--- config.mk ---
export PLATFORM = sky130hd
export DESIGN_NAME = packet_matcher
export DESIGN_NICKNAME = d
export VERILOG_FILES = /design/src/common/pkt_chk_pkg.sv /design/src/logic/packet_matcher.sv
export SDC_FILE = /design/constraint.sdc
export NUM_CORES = 1
export LEC_CHECK = 0
export BUFFER_PORTS_ARGS = -buffer_cell sky130_fd_sc_hd__buf_2
export CORE_AREA = 4 4 413 415
export CTS_CLUSTER_SIZE = 28
export DETAILED_ROUTE_END_ITERATION = 6
export DIE_AREA = 0 0 417 419
export PLACE_DENSITY = 0.37
export SLEW_MARGIN = 10
export SYNTH_ARGS = -nofsm -noshare
export SYNTH_HDL_FRONTEND = slang
export SYNTH_SLANG_ARGS = --single-unit
--- constraint.sdc ---
create_clock -name axis_in -period 39.3 [get_ports axis_in]
set_input_delay 3.93 -clock axis_in [delete_from_list [all_inputs] [get_ports axis_in]]
set_output_delay 3.93 -clock axis_in [all_outputs]
set_load 0.01 [all_outputs]
--- src/common/pkt_chk_pkg.sv ---
/* sizes, vector types and structs shared by the packet checker
   one stream of 4-byte beats, packets up to 64 bytes, 8 expected entries */
`default_nettype none

package pkt_chk_pkg;

    localparam int data_bytes   = 4;
    localparam int mtu_bytes    = 64;
    localparam int mtu_words    = mtu_bytes / data_bytes;
    localparam int num_expected = 8;

    typedef logic [data_bytes*8-1:0]        word_t;
    typedef logic [data_bytes-1:0]          keep_t;
    // byte 0 of the packet sits in bits 7:0
    typedef logic [mtu_bytes*8-1:0]         packet_t;
    // lengths run from 0 to mtu_bytes inclusive
    typedef logic [$clog2(mtu_bytes+1)-1:0] blen_t;
    typedef logic [$clog2(mtu_words)-1:0]   word_ptr_t;
    typedef logic [$clog2(num_expected)-1:0] entry_idx_t;
    typedef logic [num_expected-1:0]        entry_mask_t;
    typedef logic [15:0]                    count_t;

    typedef enum logic [1:0] {
        res_match    = 2'd0,
        res_no_match = 2'd1,
        res_oversize = 2'd2,
        res_overrun  = 2'd3
    } result_kind_t;

    // the monitored stream as seen on the wire
    typedef struct packed {
        logic  tvalid;
        logic  tready;
        word_t tdata;
        keep_t tkeep;
        logic  tlast;
    } axis_beat_t;

    typedef struct packed {
        logic    done;
        packet_t data;
        blen_t   blen;
        logic    oversize;
    } captured_t;

    typedef struct packed {
        logic         valid;
        result_kind_t kind;
        entry_idx_t   index;
        blen_t        blen;
    } result_t;

endpackage

`default_nettype wire

--- src/logic/packet_matcher.sv ---
/* entry 0 is checked in the done cycle, then one entry per cycle
   up to three overrun results can wait for a free result slot */
`timescale 1ns/1ps
`default_nettype none

module packet_matcher import pkt_chk_pkg::*; (
    input  logic        axis_in,
    input  logic        reset,
    input  captured_t   captured,
    input  entry_mask_t claimed,
    output entry_idx_t  rd_index,
    input  packet_t     rd_data,
    input  blen_t       rd_blen,
    output result_t     result
);

    typedef enum logic {st_idle, st_search} state_t;

    state_t       state;
    entry_idx_t   idx_q;
    packet_t      pkt_q;
    blen_t        blen_q;
    logic [1:0]   pend_q;
    blen_t        ovr_blen_q;
    packet_t      cur_data;
    blen_t        cur_blen;
    entry_idx_t   cur_idx;
    packet_t      byte_mask;
    logic         hit;
    logic         last;
    logic         res_valid;
    result_kind_t res_kind;
    entry_idx_t   res_index;
    blen_t        res_blen;

    // in idle the fresh capture is compared directly against entry 0
    assign cur_data = (state == st_search) ? pkt_q : captured.data;
    assign cur_blen = (state == st_search) ? blen_q : captured.blen;
    assign cur_idx  = (state == st_search) ? idx_q : '0;
    assign rd_index = cur_idx;
    assign last     = (cur_idx == entry_idx_t'(num_expected - 1));

    always_comb begin
        for (int b = 0; b < mtu_bytes; b++) begin
            byte_mask[b*8 +: 8] = (b < cur_blen) ? 8'hff : 8'h00;
        end
    end

    assign hit = !claimed[cur_idx] && (cur_blen == rd_blen) &&
                 (((cur_data ^ rd_data) & byte_mask) == '0);

    always_ff @(posedge axis_in) begin
        if (reset) begin
            state     <= st_idle;
            idx_q     <= '0;
            pend_q    <= '0;
            res_valid <= 1'b0;
        end else begin
            res_valid <= 1'b0;
            case (state)
                st_idle: begin
                    if (captured.done && (captured.oversize || hit)) begin
                        res_valid <= 1'b1;
                        res_kind  <= captured.oversize ? res_oversize : res_match;
                        res_index <= '0;
                        res_blen  <= captured.blen;
                    end else if (captured.done) begin
                        pkt_q  <= captured.data;
                        blen_q <= captured.blen;
                        idx_q  <= entry_idx_t'(1);
                        state  <= st_search;
                    end else if (pend_q != '0) begin
                        res_valid <= 1'b1;
                        res_kind  <= res_overrun;
                        res_index <= '0;
                        res_blen  <= ovr_blen_q;
                        pend_q    <= pend_q - 1'b1;
                    end
                end
                st_search: begin
                    if (hit || last) begin
                        res_valid <= 1'b1;
                        res_kind  <= hit ? res_match : res_no_match;
                        res_index <= idx_q;
                        res_blen  <= blen_q;
                        state     <= st_idle;
                        // result slot taken, so the dropped packet waits
                        if (captured.done) begin
                            ovr_blen_q <= captured.blen;
                            if (pend_q != 2'b11) begin
                                pend_q <= pend_q + 1'b1;
                            end
                        end
                    end else begin
                        idx_q <= idx_q + 1'b1;
                        if (captured.done || pend_q != '0) begin
                            res_valid <= 1'b1;
                            res_kind  <= res_overrun;
                            res_index <= '0;
                            res_blen  <= captured.done ? captured.blen : ovr_blen_q;
                        end
                        if (!captured.done && pend_q != '0) begin
                            pend_q <= pend_q - 1'b1;
                        end
                    end
                end
                default: state <= st_idle;
            endcase
        end
    end

    assign result = '{valid: res_valid, kind: res_kind, index: res_index, blen: res_blen};

endmodule

`default_nettype wire

==> metrics.cfg <==
[outcome]
run_status = finished clean

[logic_synthesis]
synth.avg_cell_area_um2 = 14.0
postSynthRegisterBits = 545
netlist-cell-type-count = 58
synthesis.nets = 3126
async_reset_ff_share_pct = 0
netlist_instances = 2073
mappedNetlistArea_um2 = 29100
portion_of_the_post_synthesis_area_used_by_sequential_elements_pct = 56.0
synth_top_flop_cell = edfxtp_1
synth-edff-count = 538
synth_warnings = 0

[sta]
worst_clock_skew_ns = 0.0386
grt_setup_unrepaired = false
postLayoutSetupSlackWorst_ns = 30.10
peak_freq_ghz = 0.109
slew-limit-headroom_pct = 13.2
setup-tns-final_ns = 0
timing_hold_violations_final = 0
min_period_ns = 9.20
report.final.slew_viol_count = 0
layout_worst_path_cycle_share_pct = 23.4
report.final.setup_viol = 0
worst-slew-pin-transition_ns = 1.29

[cts]
clock_path_buffers = 3
hold_buffers = 0
clock_tree_from_tritoncts = built
cts_inserted_buffers = 76
postCtsSetupBuffers = 0
cts_max_level = 3
clkTransAtPathRegs_ns = 0.06
clock-sinks = 545
post_cts.resized_instances = 0
ctsRootBufferMaster = clkbuf_16
clock_insertion_delay_worst_skew_ns = 0.67

[detailed_routing]
detailroute.via_count = 21700
vias_per_cell = 3.92
route.detailed.drc = 0
postRouteWirelength_um = 139000
detailedRoute.firstPassIterationCount = 5
iter_0_drt_violations = 1137
ant_nets = 0
wl_per_cell_um = 25.2

[worst_hold_path]
class_of_the_tightest_hold_or_removal_check = reg -> reg
holdCritStartpoint = idx_q[1]
hold_end = idx_q[1]
hold_path_depth = 2

[global_routing]
grt_start_max_net_pins = 100
grt_usage_pct = 15.2
grt_pass1_wl_um = 183000
grt_overflow = 0
grt_antenna_before_repair = 115
first_global_vias = 22600

[placed_design]
post_place_worst_slack_ns = 29.41
port_buffers = 1065
gpl.final_weighted_congestion = 0.833
place_inst = 5332
detailed_place.area_um2 = 37600
detailed_place_hpwl_um = 115000

[setup_path]
worst-setup-path-type = in -> reg
worst_path_most_repeated_cell = buf_4
critical_path.reg2reg.endpoint = pkt_q[77]
crit_path_top_delay_cell = buf_4
timing.reg2reg.setup_slack_ns = 30.20
cpPeakStageDelay_ns = 0.82
worst-r2r-cell-count = 16
cp_data_arrival_time_ns = 9.48
setup.worst_path.end_class = flop
path_delay_family = buffers and inverters
required_ns = 39.58
worst_r2r_startpoint = state
crit_path_cell_trace = buf_2 -> o32a_1 -> nor2_1 -> a22oi_1 -> nor4_1 -> nand4_1 -> nor4_4 -> a31oi_1 -> and2_4 -> buf_4 -> buf_4 -> buf_4
worst-path-max-fanout = 63
setup.worst_path.start_class = input port
path_buf_inv = 4

[pwr]
comb_power_share_pct = 16.7
intPower_mw = 1.19
power.clock.fraction_pct = 42.4
p_total_mw = 1.63
sw_frac_of_total_pct = 27.2
ir_worst_vdd_v = 0.0000279
p_leak_nw = 14.2
power-per-cell-area_nw_per_um2 = 40.6
switching_power_mw = 0.444
p_seq_share_pct = 40.9

[finish]
final_cell_count_no_fill = 5525
seqCellArea_um2 = 16300
drive_gt1_share_pct = 40.1
fill_cells = 17900
multi_input_logic_area_um2 = 12700
finish.net_count = 4259
area_growth_syn_to_layout_pct = 38.0
design_area_um2 = 40200

[die]
die_area_um2 = 175000
initial_core_util_pct = 17.5
die-width_um = 417
std_cell_rows = 150
die_h_um = 419
core_um2 = 167000
io_pins = 1066

[job]
max-cap-violations = 0

## cells in the final DEF (no fill, tap or decap), drive strengths merged, types with 3 or more instances in the layout
master       n
a2111oi      5
clkbuf      93
nand2       34
o311a        7
and2         7
o22ai        3
o32ai        3
bufinv       5
ha           3
edfxtp     538
nor2        37
nand4       30
xnor2      430
a22oi       23
nand2b       3
xor2        89
o21ai       25
nor4       114
mux2        14
clkinv      33
clkinvlp     4
mux2i      527
buf       1126
nor3         8
inv         13
a21oi       31
nand3        8
dfxtp        7
a31oi        7
a221oi       4
or4          6
diode       57
## tightest hold or removal path, stage by stage (launching register included)
cell and delay, ns:
dfxtp_1 0.33, a21bo_2 0.18, a21oi_1 0.05
## sequential cells by signal, summed over array words and instances (netlist names)
name and cells:
pend_q 2, res_index 3, state 1, idx_q 3, blen_q 7, res_valid 1
res_kind 2, res_blen 7, ovr_blen_q 7, pkt_q 512
## layer usage
layer	global-route usage, %	wire length (µm)	vias up
met1	16.9	53400	10300
met4	5.33	4430	28
li1	-	-	10300
met5	0	174	-
met3	4.66	9240	257
met2	27.3	72100	775
## metrics by stage
stage                     hold WS, ns  utilization (%)
after global placement          0.583             22.5
final                           0.605             24.1
after global routing            0.620             24.1
after detailed placement        0.597             22.6
after floorplan                 0.551                -
after CTS                       0.609             24.0
## cell usage after synthesis (6+ instances only)
library cell / n / area share [%]
clkbuf_1: 7 / 0.090
dfxtp_1: 7 / 0.48
inv_1: 10 / 0.13
nand2_1: 34 / 0.44
nor2_1: 36 / 0.46
a22oi_1: 23 / 0.59
nand3_1: 8 / 0.14
xor2_1: 89 / 2.7
nor3_1: 8 / 0.14
mux2i_1: 525 / 18
or4_1: 6 / 0.15
buf_4: 8 / 0.21
edfxtp_1: 538 / 55
nor4_1: 113 / 2.4
and2_1: 7 / 0.15
a31oi_1: 6 / 0.13
o311a_1: 7 / 0.24
buf_6: 13 / 0.50
o21ai_0: 20 / 0.34
a21oi_1: 31 / 0.53
nand4_1: 30 / 0.64
xnor2_1: 430 / 13
buf_2: 42 / 0.72
mux2_2: 14 / 0.54
## cell type report
cell class | instances | area share (%)
Clock inverter | 43 | 1.02
Multi-Input combinational cell | 1445 | 31.6
Tap cell | 2204 | 6.87
Inverter | 12 | 0.112
Clock buffer | 93 | 5.05
Sequential cell | 545 | 40.6
Antenna cell | 57 | 0.355
Timing Repair Buffer | 1126 | 14.4
## kinds of logic (layout without fill, tap and decap cells)
logic type,Yosys count,after routing,synth area share [%]
AO/OA/AOI/OAI,127,127,2.99
adder cells (fa/ha/maj),3,3,0.129
XOR/XNOR,519,519,15.6
AND/OR/NAND/NOR,255,255,4.91
other,0,57,0
flip-flops,545,545,56.0
multiplexers,541,541,18.7
buffers and inverters,83,1274,1.69
## power by group through the flow
stage	clock (mW)	combinational, mW	sequential, mW
final	0.692	0.272	0.666
after global routing	0.741	0.297	0.667
after CTS	0.721	0.280	0.666
after detailed placement	0	0.279	0.678
after global placement	0	0.279	0.678
after floorplan	0	0.144	0.686
## worst max-delay path by stage
stage	from	to	cells past startpoint
after floorplan	captured[3]	blen_q[0]	10
after global placement	captured[7]	pkt_q[127]	12
after detailed placement	captured[5]	pkt_q[127]	13
after CTS	state	pkt_q[120]	16
after global routing	state	pkt_q[77]	16
final	captured[7]	pkt_q[77]	12
Note: power is estimated with default switching activity, not from simulation.
